**config.mk**
```make
export PLATFORM = sky130hd
export DESIGN_NAME = epcq_controller
export DESIGN_NICKNAME = d
export VERILOG_FILES = /design/src/source/epcq_pkg.sv /design/src/source/flash_cmd_if.sv /design/src/source/access_arbiter.sv /design/src/source/csr_regs.sv /design/src/source/mem_burst_reader.sv /design/src/source/epcq_controller.sv
export VERILOG_INCLUDE_DIRS = /design/src /design/src/source
export SDC_FILE = /design/constraint.sdc
export NUM_CORES = 1
export LEC_CHECK = 0
export BUFFER_PORTS_ARGS = -buffer_cell sky130_fd_sc_hd__buf_2
export CAP_MARGIN = 40
export CORE_UTILIZATION = 41
export CTS_BUF_LIST = sky130_fd_sc_hd__clkbuf_8 sky130_fd_sc_hd__clkbuf_16
export DETAILED_ROUTE_END_ITERATION = 8
export PLACE_DENSITY = 0.84
export SKIP_CTS_REPAIR_TIMING = 1
export SLEW_MARGIN = 20
export SYNTH_ARGS = -nofsm -noshare
export SYNTH_HDL_FRONTEND = slang
export SYNTH_SLANG_ARGS = --single-unit
```
**constraint.sdc**
```tcl
create_clock -name clk -period 1.9 [get_ports clk]
set_clock_uncertainty 0.05 [all_clocks]
set_input_delay 0.19 -clock clk [delete_from_list [all_inputs] [get_ports clk]]
set_output_delay 0.19 -clock clk [all_outputs]
set_load 0.02 [all_outputs]
```
**src/source/epcq_macros.svh**
```systemverilog
`ifndef EPCQ_MACROS_SVH
`define EPCQ_MACROS_SVH

// word address of the memory port
`define EPCQ_ADDR_WIDTH 22

// byte address of the flash, word address plus two byte bits
`define EPCQ_ASMI_ADDR_WIDTH 24

`define EPCQ_CSR_DATA_WIDTH 32

// burst count in words
`define EPCQ_BURST_WIDTH 7

// sector number and protect bits start here in csr write data
`define EPCQ_SECTOR_LSB 8

`endif

```
**src/source/epcq_pkg.sv**
```systemverilog
`include "epcq_macros.svh"

package epcq_pkg;

	// csr word offsets
	typedef enum logic [2:0] {
		CSR_STATUS = 3'd0,
		CSR_SID    = 3'd1,
		CSR_RDID   = 3'd2,
		CSR_MEM_OP = 3'd3,
		CSR_ISR    = 3'd4,
		CSR_IMR    = 3'd5
	} csr_addr_t;

	// operation field of a write to CSR_MEM_OP, data bits 1:0
	typedef enum logic [1:0] {
		OP_NONE           = 2'd0,
		OP_BULK_ERASE     = 2'd1,
		OP_SECTOR_ERASE   = 2'd2,
		OP_SECTOR_PROTECT = 2'd3
	} mem_op_t;

	// flash bytes in one burst, four per word
	typedef logic [`EPCQ_BURST_WIDTH+1:0] byte_count_t;

endpackage

```
**src/source/flash_cmd_if.sv**
```systemverilog
`timescale 1ns/1ps
`include "epcq_macros.svh"

interface flash_cmd_if;

	// requests from the csr block
	logic                             cmd_accepted;
	logic                             erase_addr_load;
	logic [`EPCQ_ASMI_ADDR_WIDTH-1:0] erase_addr;

	// requests from the burst reader
	logic                             read_accepted;
	logic [`EPCQ_ASMI_ADDR_WIDTH-1:0] read_addr;

	// arbiter state
	logic                             busy_fall;
	logic                             waitrequest;

	modport csr (output cmd_accepted, erase_addr_load, erase_addr, input waitrequest);

	modport reader (output read_accepted, read_addr, input waitrequest);

	modport arbiter (
		input  cmd_accepted, erase_addr_load, erase_addr, read_accepted, read_addr,
		output busy_fall, waitrequest
	);

endinterface

```
**src/source/access_arbiter.sv**
```systemverilog
`timescale 1ns/1ps
`include "epcq_macros.svh"

module access_arbiter (
	input  logic                             clk,
	input  logic                             reset_n,
	input  logic                             asmi_busy,
	flash_cmd_if.arbiter                     cmd,
	output logic [`EPCQ_ASMI_ADDR_WIDTH-1:0] asmi_addr,
	input  logic                             asmi_wren_in,
	output logic                             asmi_wren
);

	logic busy_reg;
	logic pending;

	// busy_reg covers the cycle right after the device drops busy
	assign cmd.busy_fall = busy_reg & ~asmi_busy;

	// one waitrequest serves both slave ports
	assign cmd.waitrequest = asmi_busy | busy_reg | pending;

	always_ff @(posedge clk or negedge reset_n) begin
		if (!reset_n) begin
			busy_reg <= 1'b0;
			pending  <= 1'b0;
		end else begin
			busy_reg <= asmi_busy;
			// held from the cycle after acceptance until busy has gone low
			if (cmd.cmd_accepted || cmd.read_accepted) begin
				pending <= 1'b1;
			end else if (cmd.busy_fall) begin
				pending <= 1'b0;
			end
		end
	end

	// flash byte address, valid together with the command strobe
	always_ff @(posedge clk) begin
		if (cmd.erase_addr_load) begin
			asmi_addr <= cmd.erase_addr;
		end else if (cmd.read_accepted) begin
			asmi_addr <= cmd.read_addr;
		end
	end

	// erase and protect write enable from the csr block
	assign asmi_wren = asmi_wren_in;

endmodule

```
**src/source/csr_regs.sv**
```systemverilog
`timescale 1ns/1ps
`include "epcq_macros.svh"

module csr_regs (
	input  logic                            clk,
	input  logic                            reset_n,
	input  logic                            avl_csr_write,
	input  logic                            avl_csr_read,
	input  logic [2:0]                      avl_csr_addr,
	input  logic [`EPCQ_CSR_DATA_WIDTH-1:0] avl_csr_wrdata,
	output logic [`EPCQ_CSR_DATA_WIDTH-1:0] avl_csr_rddata,
	output logic                            avl_csr_rddata_valid,
	input  logic                            asmi_busy,
	input  logic                            asmi_illegal_erase,
	input  logic                            asmi_illegal_write,
	input  logic [7:0]                      asmi_status_out,
	input  logic [7:0]                      asmi_epcs_id,
	input  logic [7:0]                      asmi_rdid_out,
	output logic                            asmi_read_status,
	output logic                            asmi_read_sid,
	output logic                            asmi_read_rdid,
	output logic                            asmi_bulk_erase,
	output logic                            asmi_sector_erase,
	output logic                            asmi_sector_protect,
	output logic [7:0]                      asmi_datain,
	output logic                            asmi_wren,
	output logic                            irq,
	flash_cmd_if.csr                        cmd
);
	import epcq_pkg::*;

	localparam int SEC = `EPCQ_SECTOR_LSB;

	csr_addr_t addr;
	mem_op_t   op;
	logic rd_acc, wr_acc;
	logic rd_status, rd_sid, rd_rdid, rd_isr, rd_imr, wr_isr, wr_imr;
	logic bulk_erase, sector_erase, sector_protect;
	logic status_en, sid_en, rdid_en;
	logic [1:0] isr, imr;
	logic reg_valid;
	logic [`EPCQ_CSR_DATA_WIDTH-1:0] reg_rdata;

	assign addr   = csr_addr_t'(avl_csr_addr);
	assign op     = mem_op_t'(avl_csr_wrdata[1:0]);
	assign rd_acc = avl_csr_read & ~cmd.waitrequest;
	assign wr_acc = avl_csr_write & ~cmd.waitrequest;

	always_comb begin
		rd_status      = 1'b0;
		rd_sid         = 1'b0;
		rd_rdid        = 1'b0;
		rd_isr         = 1'b0;
		rd_imr         = 1'b0;
		wr_isr         = 1'b0;
		wr_imr         = 1'b0;
		bulk_erase     = 1'b0;
		sector_erase   = 1'b0;
		sector_protect = 1'b0;
		case (addr)
			CSR_STATUS: rd_status = rd_acc;
			CSR_SID:    rd_sid = rd_acc;
			CSR_RDID:   rd_rdid = rd_acc;
			CSR_MEM_OP: begin
				if (wr_acc) begin
					case (op)
						OP_BULK_ERASE:     bulk_erase = 1'b1;
						OP_SECTOR_ERASE:   sector_erase = 1'b1;
						OP_SECTOR_PROTECT: sector_protect = 1'b1;
						// nothing sent to the device
						OP_NONE: ;
					endcase
				end
			end
			CSR_ISR: begin
				rd_isr = rd_acc;
				wr_isr = wr_acc;
			end
			CSR_IMR: begin
				rd_imr = rd_acc;
				wr_imr = wr_acc;
			end
			default: ;
		endcase
	end

	// isr and imr accesses are left out, they never wait on the device
	assign cmd.cmd_accepted = rd_status | rd_sid | rd_rdid |
		bulk_erase | sector_erase | sector_protect;
	assign cmd.erase_addr_load = sector_erase;
	// start address of the sector
	assign cmd.erase_addr = {avl_csr_wrdata[SEC+7:SEC], {(`EPCQ_ASMI_ADDR_WIDTH-8){1'b0}}};

	always_ff @(posedge clk or negedge reset_n) begin
		if (!reset_n) begin
			asmi_read_status    <= 1'b0;
			asmi_read_sid       <= 1'b0;
			asmi_read_rdid      <= 1'b0;
			asmi_bulk_erase     <= 1'b0;
			asmi_sector_erase   <= 1'b0;
			asmi_sector_protect <= 1'b0;
			asmi_wren           <= 1'b0;
		end else begin
			asmi_read_status    <= rd_status;
			asmi_read_sid       <= rd_sid;
			asmi_read_rdid      <= rd_rdid;
			asmi_bulk_erase     <= bulk_erase;
			asmi_sector_erase   <= sector_erase;
			asmi_sector_protect <= sector_protect;
			asmi_wren           <= bulk_erase | sector_erase | sector_protect;
		end
	end

	// status register image: BP3 at bit 6, TB at bit 5, BP2..BP0 at bits 4..2
	always_ff @(posedge clk) begin
		if (sector_protect) begin
			asmi_datain <= {1'b0, avl_csr_wrdata[SEC+3], avl_csr_wrdata[SEC+4],
				avl_csr_wrdata[SEC+2:SEC], 2'b00};
		end
	end

	// a device read waits here until busy is low again
	always_ff @(posedge clk or negedge reset_n) begin
		if (!reset_n) begin
			status_en <= 1'b0;
			sid_en    <= 1'b0;
			rdid_en   <= 1'b0;
		end else begin
			if (asmi_read_status) begin
				status_en <= 1'b1;
			end else if (!asmi_busy) begin
				status_en <= 1'b0;
			end
			if (asmi_read_sid) begin
				sid_en <= 1'b1;
			end else if (!asmi_busy) begin
				sid_en <= 1'b0;
			end
			if (asmi_read_rdid) begin
				rdid_en <= 1'b1;
			end else if (!asmi_busy) begin
				rdid_en <= 1'b0;
			end
		end
	end

	// bit 1 illegal write, bit 0 illegal erase; a new flag wins over the clear
	always_ff @(posedge clk or negedge reset_n) begin
		if (!reset_n) begin
			isr       <= 2'b00;
			imr       <= 2'b00;
			reg_valid <= 1'b0;
		end else begin
			isr[0]    <= asmi_illegal_erase | (isr[0] & ~(wr_isr & avl_csr_wrdata[0]));
			isr[1]    <= asmi_illegal_write | (isr[1] & ~(wr_isr & avl_csr_wrdata[1]));
			if (wr_imr) begin
				imr <= avl_csr_wrdata[1:0];
			end
			reg_valid <= rd_isr | rd_imr;
		end
	end

	always_ff @(posedge clk) begin
		if (rd_isr) begin
			reg_rdata <= {{(`EPCQ_CSR_DATA_WIDTH-2){1'b0}}, isr};
		end else if (rd_imr) begin
			reg_rdata <= {{(`EPCQ_CSR_DATA_WIDTH-2){1'b0}}, imr};
		end
	end

	always_comb begin
		if (status_en) begin
			avl_csr_rddata = {{(`EPCQ_CSR_DATA_WIDTH-8){1'b0}}, asmi_status_out};
		end else if (sid_en) begin
			avl_csr_rddata = {{(`EPCQ_CSR_DATA_WIDTH-8){1'b0}}, asmi_epcs_id};
		end else if (rdid_en) begin
			avl_csr_rddata = {{(`EPCQ_CSR_DATA_WIDTH-8){1'b0}}, asmi_rdid_out};
		end else begin
			avl_csr_rddata = reg_rdata;
		end
	end

	assign avl_csr_rddata_valid = ((status_en | sid_en | rdid_en) & ~asmi_busy) | reg_valid;

	assign irq = |(isr & imr);

endmodule

```
**src/source/mem_burst_reader.sv**
```systemverilog
`timescale 1ns/1ps
`include "epcq_macros.svh"

module mem_burst_reader (
	input  logic                         clk,
	input  logic                         reset_n,
	input  logic                         avl_mem_read,
	input  logic [`EPCQ_ADDR_WIDTH-1:0]  avl_mem_addr,
	input  logic [`EPCQ_BURST_WIDTH-1:0] avl_mem_burstcount,
	input  logic                         asmi_data_valid,
	input  logic [7:0]                   asmi_dataout,
	output logic [31:0]                  avl_mem_rddata,
	output logic                         avl_mem_rddata_valid,
	output logic                         asmi_rden,
	output logic                         asmi_fast_read,
	flash_cmd_if.reader                  cmd
);
	import epcq_pkg::*;

	logic        accept;
	byte_count_t byte_cnt;
	byte_count_t byte_total;
	logic [1:0]  lane;
	logic [3:0][7:0] lanes;

	assign accept = avl_mem_read & ~cmd.waitrequest;

	assign cmd.read_accepted = accept;
	// word address to flash byte address
	assign cmd.read_addr = {avl_mem_addr, 2'b00};

	// byte count of the burst, held for the end compare
	always_ff @(posedge clk) begin
		if (accept) begin
			byte_total <= {avl_mem_burstcount, 2'b00};
		end
	end

	always_ff @(posedge clk or negedge reset_n) begin
		if (!reset_n) begin
			byte_cnt             <= '0;
			lane                 <= 2'd0;
			asmi_fast_read       <= 1'b0;
			avl_mem_rddata_valid <= 1'b0;
		end else begin
			asmi_fast_read <= accept;
			if (accept) begin
				byte_cnt <= 9'd1;
			end else if (byte_cnt == byte_total) begin
				byte_cnt <= '0;
			end else if (asmi_data_valid && byte_cnt != '0) begin
				byte_cnt <= byte_cnt + 9'd1;
			end
			// lanes fill 0..3 in order, a new burst starts again at lane 0
			if (accept) begin
				lane <= 2'd0;
			end else if (asmi_data_valid) begin
				lane <= lane + 2'd1;
			end
			avl_mem_rddata_valid <= asmi_data_valid & (lane == 2'd3) & ~accept;
		end
	end

	always_ff @(posedge clk) begin
		if (asmi_data_valid) begin
			lanes[lane] <= asmi_dataout;
		end
	end

	// rden drops once the final byte count is reached
	assign asmi_rden = (byte_cnt != '0);

	// first flash byte lands in the low byte
	assign avl_mem_rddata = lanes;

endmodule

```
**src/source/epcq_controller.sv**
```systemverilog
`timescale 1ns/1ps
`include "epcq_macros.svh"

module epcq_controller (
	input  logic                             clk,
	input  logic                             reset_n,
	// csr slave
	input  logic                             avl_csr_write,
	input  logic                             avl_csr_read,
	input  logic [2:0]                       avl_csr_addr,
	input  logic [`EPCQ_CSR_DATA_WIDTH-1:0]  avl_csr_wrdata,
	output logic [`EPCQ_CSR_DATA_WIDTH-1:0]  avl_csr_rddata,
	output logic                             avl_csr_rddata_valid,
	output logic                             avl_csr_waitrequest,
	// memory slave, burst reads only
	input  logic                             avl_mem_read,
	input  logic [`EPCQ_ADDR_WIDTH-1:0]      avl_mem_addr,
	input  logic [`EPCQ_BURST_WIDTH-1:0]     avl_mem_burstcount,
	output logic [31:0]                      avl_mem_rddata,
	output logic                             avl_mem_rddata_valid,
	output logic                             avl_mem_waitrequest,
	output logic                             irq,
	// asmi parallel port
	input  logic                             asmi_busy,
	input  logic                             asmi_data_valid,
	input  logic [7:0]                       asmi_dataout,
	input  logic                             asmi_illegal_erase,
	input  logic                             asmi_illegal_write,
	input  logic [7:0]                       asmi_status_out,
	input  logic [7:0]                       asmi_epcs_id,
	input  logic [7:0]                       asmi_rdid_out,
	output logic                             asmi_clkin,
	output logic                             asmi_reset,
	output logic [`EPCQ_ASMI_ADDR_WIDTH-1:0] asmi_addr,
	output logic [7:0]                       asmi_datain,
	output logic                             asmi_fast_read,
	output logic                             asmi_rden,
	output logic                             asmi_wren,
	output logic                             asmi_read_status,
	output logic                             asmi_read_sid,
	output logic                             asmi_read_rdid,
	output logic                             asmi_bulk_erase,
	output logic                             asmi_sector_erase,
	output logic                             asmi_sector_protect
);

	logic csr_wren;

	flash_cmd_if cmd_bus ();

	assign asmi_clkin = clk;
	assign asmi_reset = ~reset_n;

	// both ports stall together while the device is in use
	assign avl_csr_waitrequest = cmd_bus.waitrequest;
	assign avl_mem_waitrequest = cmd_bus.waitrequest;

	access_arbiter u_arbiter (
		.clk          (clk),
		.reset_n      (reset_n),
		.asmi_busy    (asmi_busy),
		.cmd          (cmd_bus.arbiter),
		.asmi_addr    (asmi_addr),
		.asmi_wren_in (csr_wren),
		.asmi_wren    (asmi_wren)
	);

	csr_regs u_csr (
		.clk                  (clk),
		.reset_n              (reset_n),
		.avl_csr_write        (avl_csr_write),
		.avl_csr_read         (avl_csr_read),
		.avl_csr_addr         (avl_csr_addr),
		.avl_csr_wrdata       (avl_csr_wrdata),
		.avl_csr_rddata       (avl_csr_rddata),
		.avl_csr_rddata_valid (avl_csr_rddata_valid),
		.asmi_busy            (asmi_busy),
		.asmi_illegal_erase   (asmi_illegal_erase),
		.asmi_illegal_write   (asmi_illegal_write),
		.asmi_status_out      (asmi_status_out),
		.asmi_epcs_id         (asmi_epcs_id),
		.asmi_rdid_out        (asmi_rdid_out),
		.asmi_read_status     (asmi_read_status),
		.asmi_read_sid        (asmi_read_sid),
		.asmi_read_rdid       (asmi_read_rdid),
		.asmi_bulk_erase      (asmi_bulk_erase),
		.asmi_sector_erase    (asmi_sector_erase),
		.asmi_sector_protect  (asmi_sector_protect),
		.asmi_datain          (asmi_datain),
		.asmi_wren            (csr_wren),
		.irq                  (irq),
		.cmd                  (cmd_bus.csr)
	);

	mem_burst_reader u_reader (
		.clk                  (clk),
		.reset_n              (reset_n),
		.avl_mem_read         (avl_mem_read),
		.avl_mem_addr         (avl_mem_addr),
		.avl_mem_burstcount   (avl_mem_burstcount),
		.asmi_data_valid      (asmi_data_valid),
		.asmi_dataout         (asmi_dataout),
		.avl_mem_rddata       (avl_mem_rddata),
		.avl_mem_rddata_valid (avl_mem_rddata_valid),
		.asmi_rden            (asmi_rden),
		.asmi_fast_read       (asmi_fast_read),
		.cmd                  (cmd_bus.reader)
	);

endmodule

```
Word-level counts from Yosys, hierarchy flattened
Index checks and enable logic that the tools add are counted.
- bits in registers: 98
- input bits: 105
- word-level logic and storage cells: 126
- add/sub/neg operators: 2
- magnitude comparators: 2
- eq/ne operators: 13
- multiplexer cells: 37
- bitwise logic cells: 33
- reduce and logical (&&, ||, !) cells: 11
- operator list (cell ; number):
    32-bit two-way mux ; 2
    24-bit two-way mux ; 2
    32-bit bitwise mux ; 1
    9-bit two-way mux ; 3
    1-bit two-way mux ; 22
    8-bit demux with 2-bit select ; 1
    8-bit two-way mux ; 2
    1-bit OR ; 15
    1-bit bitwise AND ; 11
    9-bit by 1-bit adder with 9-bit output (second input constant) ; 1
    9-bit equality test ; 1
    9-bit nonzero test ; 1
    2-bit two-way mux ; 4
    2-bit nonzero test ; 4
    2-bit equality test (second input constant) ; 3
    3-bit by 2-bit equality test with 1-bit output (second input constant) ; 2
    3-bit equality test (second input constant) ; 2
    2-bit by 1-bit inequality test with 1-bit output (second input constant) ; 3
    1-bit NOT ; 6
    3-bit by 1-bit equality test with 1-bit output (second input constant) ; 1
    3-bit logical NOT ; 1
    2-bit by 3-bit less-than comparator with 1-bit output (second input constant) ; 1
    3-bit nonzero test ; 1
    2-bit by 1-bit adder with 2-bit output (second input constant) ; 1
    6 further kinds ; 7

Logic depth before layout (Yosys ltp)
Gate-level depths: netlist (run 1).
- depth after elaboration: 12
- gate-level depth with buffers: 6
- mapped depth without buffers: 6

Modules after synthesis
From an unflattened synthesis (run 1), not the netlist that was laid out.
- cells, all modules: 352
- area total of the unflattened synthesis: 4828.4 µm²
- by module, submodules not included (module ; instances ; cells an instance ; area an instance (µm²) ; seq. area each (µm²)):
    mem_burst_reader ; 1 ; 150 ; 2198.4 ; 1496.4
    csr_regs ; 1 ; 139 ; 1408.9 ; 585.6
    access_arbiter ; 1 ; 60 ; 1202.4 ; 770.7
    epcq_controller ; 1 ; 3 ; 18.8 ; 0.0

==> summary.md, run 1 <==
| Metric | Value |
|---|---|
| Status | complete, but fails checks |
| Failing checks | negative hold slack, negative setup slack |
| Layout Utilization | 61.0% |
| Largest family of logic cells by synthesized area | simple AND/OR/NAND/NOR gates |
| Synth Area in Adders | 1.83% |
| NumNets Final | 689 |
| Fmax achieved | about 520 MHz |
| CTS tree | built |
| Layout area overhead | 44.3% |
| # IOs | approximately 220 |
| FFs w/ async S/R, synth | between 30% and 40% |
| Setup Viol. Count Final | 8 |
| Final period utilization | 101% |
| Initial drt markers | 135 |
| Final Worst Setup Slack | -18.0 ps |
| Buf/Inv on CP | 0 |
| Peak VDD IR | between 0.0004 and 0.0005 V |
| Top cells by area, synth | edfxtp_1, dfrtp_1, dfxtp_1 |
| RD Place Congestion | 0.821 |
| GRT overflow | 0 |
| Non-filler cells, final | approximately 720 |
| Routed Antenna Nets | 0 |
| Die footprint | 0.0104 sq mm |
| IO buf count | 165 |
| Vias per cell | between 4 and 5 |
| Max-cap viol count | 0 |
| Clock latency on the worst-skew pair | 460 ps |
| All-Layer GR Usage | 17.6% |
| Synth Area in Compound Gates | 7.61% |
| Routed length per instance | about 15 um |
| Via Count | 3364 |
| Met3 usage | 4.92% |
| # diodes | 0 |
| Most frequent cell after synthesis | nand2_1 |
| Startpoint Class | flip-flop |
| Slowest-stage cell, CP | or4b_4 |
| CP cell instances | or4b_4, nor4_4, or2_4 |
| Initial core utilization | 42.3% |
| Routed WL | 10700 um |
| Reg clk slew, reported paths | 100 ps |
| Hold_ws | -0.198 ps |
| Remaining DRCs | 0 |
| Met1 GRT Util | 20.4% |
| Die H | about 100 um |
| Synth Instances | 351 |
| Largest register FFs | 32 |
| 1st-pass router iterations | 4 |
| Worst-path fanout max | 8 |
| Unique masters post-synth | 39 |
| Xor and xnor area share after synthesis | 3.19% |
| Average size of a mapped cell | 11.7 sq um |
| Syn Std Cell Area | 0.00411 sq mm |
| Worst path max stage delay | 580 ps |
| Placed cells | 644 |
| First-pass GRT wire length | 13500 um |
| Yosys top cell by area | edfxtp_1 |
| Die width | approximately 100 um |
| CP Capture Type | flip-flop |
| Leakage | 2.68 nW |
| Fin. Hold Viols | 1 |
| Final Slew Violations | 0 |
| Share of layout cells above drive strength 1 | between 40% and 50% |
| Hold Crit Class | primary input to flip-flop |
| Vias in the first global route | 2823 |
| Top FF cell, synth | edfxtp_1 |
| RSZ-0062 raised after global routing | true |
| # rows | 36 |
| Slew margin rel. | about 60% |
| Pin count of the biggest net entering global routing | 31 |
| Commonest cells post-synth | nand2_1, edfxtp_1, buf_4 |
| Pwr/cell area | 953 mW/mm^2 |
| Post-layout min period | ~1900 ps |
| Met2 Use GR | a little under 30% |
| Gr busiest metal | met2 |
| Critical Path AT | 2050 ps |
| Tightest Pin Transition | 579 ps |
| Core Box Area | 0.00973 sq mm |
| Worst slack at placement | -62.2 ps |
| EDFF count, synth | 54 |
| DP HPWL | ~6800 um |
| Cell family with most CP delay | simple AND/OR/NAND/NOR gates |
| Required time of the critical path | 2030 ps |
| Simple-Gate Fraction of Synth Area | 13.0% |
| Synth warnings | 0 |
| Critical path class | flip-flop to flip-flop |
| Initial antenna violation count | 0 |
| Register area share after synthesis | 64.5% |
| FF+latch count, synth | 98 |
| Synth top area share | about two fifths |
| Mux contribution to synthesized area | about 1.8% |
| Total power | 5.65 mW |
==> cell usage in the layout, fill, tap and decap left out, drive strengths merged, types with 4 or more instances in the layout <==
master / instances
a21o: 5
a21oi: 21
a22oi: 5
and2: 5
buf: 183
clkbuf: 13
conb: 29
dfrtp: 30
dfxtp: 14
dlygate4sd3: 45
edfxtp: 54
ha: 6
inv: 13
mux2: 4
nand2: 66
nand4: 6
nor2: 18
nor3: 8
o21ai: 18
xnor2: 12
==> final cells by class <==
class	count	area [sq um]
clock buffers	13	170
repair buffers	228	1470
fillers	764	3790
inverters	9	33.8
well taps	133	166
clock inverters	7	58.8
multi-input cells	228	1380
flip-flops and latches	98	2660
==> path summary, 6_finish.rpt <==
check / startpoint / endpoint / slack (ps) / cells past startpoint
max: u_arbiter.busy_reg / u_arbiter.asmi_addr[17] / -20 / 3
min: avl_mem_addr[19] / u_arbiter.asmi_addr[21] / -0.2 / 3
max reg2reg: u_arbiter.busy_reg / u_arbiter.asmi_addr[17] / -20 / 3
min reg2reg: u_csr.asmi_read_rdid / u_csr.rdid_en / 410 / 1
max in group asynchronous: reset_n / u_csr.rdid_en / 1200 / 3
min in group asynchronous: reset_n / u_reader.avl_mem_rddata_valid / 290 / 3
==> per-layer routing <==
metal / vias up / part of all wire [%]
met1: 1588 / 39
met2: 158 / 52
met5: - / 0
met3: 18 / 6.3
li1: 1600 / -
met4: 0 / 2.1
==> cell families after synthesis <==
| logic type | count (synthesis) |
|---|---|
| AOI/OAI and AO/OA | 54 |
| muxes | 7 |
| buffers and inverters | 53 |
| xor gates and xnor gates | 15 |
| DFF | 98 |
| other | 1 |
| adders and majority gates | 6 |
| and+or+nand+nor | 117 |
==> report_power, final <==
part | total (mW) | internal [mW] | switching (mW)
logic | 1.43 | 0.601 | 0.824
clock network | 1.47 | 0.650 | 0.822
registers | 2.76 | 2.55 | 0.203
total | 5.65 | 3.81 | 1.85
==> stage by stage <==
step | TNS, ps | instance area [sq um]
6_report | -136 | 5940
5_1_grt | -1240 | 5940
4_1_cts | -1620 | 5250
3_5_place_dp | -641 | 5020
3_3_place_gp | -194 | 5020
2_1_floorplan | 0 | 4220
==> worst register-to-register path: cells and delay by family (launching register included) <==
family | cells | cell delay (ps)
AND/OR/NAND/NOR | 3 | 1150
flip-flops | 1 | 440
(Power assumes the default switching activity.)
==> run 2, diff against run 1 <==
--- a/config.mk
+++ b/config.mk
@@ -11,7 +11,7 @@
 export CORE_UTILIZATION = 41
 export CTS_BUF_LIST = sky130_fd_sc_hd__clkbuf_8 sky130_fd_sc_hd__clkbuf_16
 export DETAILED_ROUTE_END_ITERATION = 8
-export PLACE_DENSITY = 0.84
+export PLACE_DENSITY = 0.79
 export SKIP_CTS_REPAIR_TIMING = 1
 export SLEW_MARGIN = 20
 export SYNTH_ARGS = -nofsm -noshare
==> run 2 against run 1 <==
- the run ends with negative setup slack left
- hold slack gained 19 ps
- total power is 0.92% higher
- sequential share of layout area grew 0.66 points
- sequential cell count is the same
- critical path type is now flip-flop to output port
- highest routed layer unchanged
==> summary.md, run 2 (synthesis results as in run 1) <==
| Metric | Value |
|---|---|
| GRT overflow | 0 (unchanged) |
| Via Count | 3390 (was 3364) |
| Final instance area | 0.00585 sq mm (was 0.00594 sq mm) |
| Worst-path fanout max | 3 (was 8) |
| Post-layout min period | 1940 ps (was 1920 ps) |
| Final Slew Violations | 0 (unchanged) |
| Initial antenna violation count | 0 (unchanged) |
| Critical path class | flip-flop to output port (was flip-flop to flip-flop) |
| Die footprint | 0.0104 sq mm (unchanged) |
| Most frequent cells in the layout | buf_2, nand2_1, edfxtp_1 (unchanged) |
| CTS tree | built (unchanged) |
| NetSw | 1.80 mW (was 1.85 mW) |
| Leading cell type in the layout, fill and taps excluded | buf_2 (unchanged) |
| Remaining DRCs | 0 (unchanged) |
| Reg clk slew, reported paths | 100 ps (about the same) |
| Status | complete, but fails checks (unchanged) |
| Pin count of the biggest net entering global routing | 31 (unchanged) |
| Fmax achieved | 516 MHz (was 521 MHz) |
| Internal | 3.90 mW (was 3.81 mW) |
| Initial drt markers | 163 (was 135) |
| Final period utilization | 102% (was 101%) |
| # IOs | 217 (unchanged) |
| Routed length per instance | 14.4 um (was 14.9 um) |
| Peak VDD IR | 0.000462 V (was 0.000443 V) |
| # diodes | 0 (unchanged) |
| CP Capture Type | output port (was flip-flop) |
| Critical Path AT | 1700 ps (was 2050 ps) |
| Core Box Area | 0.00973 sq mm (unchanged) |
| Die H | 102 um (unchanged) |
| Total power | 5.71 mW (was 5.65 mW) |
| Share of layout cells above drive strength 1 | 38.4% (was 41.5%) |
| Flop pwr share | 48.1% (was 48.8%) |
| Die width | 102 um (unchanged) |
| Clock share of power | 28.7% (was 26.0%) |
| Hold Crit Class | primary input to flip-flop (unchanged) |
| Sum Neg Setup Slack | -36.5 ps (was -136 ps) |
| RSZ-0062 raised after global routing | true (unchanged) |
| Dpl cell area | 0.00503 sq mm (was 0.00502 sq mm) |
| Largest register FFs | 32 (unchanged) |
| First-pass GRT wire length | 13400 um (was 13500 um) |
| Fin. Hold Viols | 0 (was 1) |
| Switch share | 31.6% (was 32.7%) |
| NumNets Final | 689 (unchanged) |
| Pwr/cell area | 976 mW/mm^2 (was 953 mW/mm^2) |
| Startpoint Class | flip-flop (unchanged) |
| Layout area overhead | 42.2% (was 44.3%) |
| Final Worst Setup Slack | -36.5 ps (was -18.0 ps) |
| Initial core utilization | 42.3% (unchanged) |
| Leakage | 2.67 nW (was 2.68 nW) |
| DP HPWL | 6750 um (was 6780 um) |
| Vias per cell | 4.73 (was 4.70) |
| Max-cap viol count | 0 (unchanged) |
| Vias in the first global route | 2854 (was 2823) |
| Clock latency on the worst-skew pair | 470 ps (was 460 ps) |
| Logic pwr share | 23.2% (was 25.2%) |
| Required time of the critical path | 1660 ps (was 2030 ps) |
| All-Layer GR Usage | 17.5% (was 17.6%) |
| Setup Viol. Count Final | 1 (was 8) |
| Failing checks | negative setup slack (was negative hold slack, negative setup slack) |
| 1st-pass router iterations | 4 (unchanged) |
| IO buf count | 165 (unchanged) |
| Routed WL | 10300 um (was 10700 um) |
| # rows | 36 (unchanged) |
| Routed Antenna Nets | 0 (unchanged) |
| RD Place Congestion | 0.836 (was 0.821) |
| Worst slack at placement | -84.5 ps (was -62.2 ps) |
[run 2: changes by cell type in the layout (fill, tap and decap cells not counted), sizes merged]
cell    change
buf         +1
bufinv      +1
clkinv      -1
inv         -1
[run 2: through the flow]
stage	std cells	util (%)	hold slack, ps
global placement	646	51.7	234
detailed placement	646	51.7	248
global route	716	60.1	39.5
CTS	665	54.3	-276
floorplan	379	-	-156
finish	716	60.1	18.5
[run 2: area by class of cell]
class	instances	area, sq um
flip-flops and latches	98	2660
well taps	133	166
repair buffers	228	1440
clock inverters	6	76.3
multi-input cells	228	1300
inverters	9	33.8
clock buffers	14	184
fillers	762	3880
[run 2: final timing paths]
kind / start / end / slack (ps) / cells past startpoint
worst max-delay path: u_reader.byte_cnt[0] / asmi_rden / -40 / 5
max in group asynchronous: reset_n / u_csr.rdid_en / 1220 / 3
min in group asynchronous: reset_n / u_reader.byte_cnt[0] / 250 / 3
worst min register to register: u_arbiter.asmi_addr[9] / u_arbiter.asmi_addr[9] / 410 / 2
worst min-delay path: avl_mem_addr[20] / u_arbiter.asmi_addr[22] / 20 / 3
worst max register to register: u_arbiter.busy_reg / u_csr.asmi_datain[4] / 50 / 3
[run 2: layer usage]
metal	up-vias	share of wire (%)	global-route usage, %
li1	1592	-	-
met1	1583	38	19.5
met2	180	51	29.3
met3	35	7.2	4.65
met4	0	3.7	12.4
met5	-	0	0
[run 2: power groups by stage]
stage          Sequential (mW)  Combinational, mW  Clock (mW)
6_report                  2.75               1.32        1.64
5_1_grt                   2.78               1.45        1.77
4_1_cts                   2.74               1.18        1.69
3_5_place_dp              2.78               1.18      0.0492
3_3_place_gp              2.77               1.13      0.0492
2_1_floorplan             2.96              0.593      0.0615
[run 2: worst max-delay path, cell delays in order (launching register included)]
cell	delay, ps
dfrtp_1	400
inv_1	90
ha_1	190
nor4b_4	230
nand2_1	130
buf_2	190
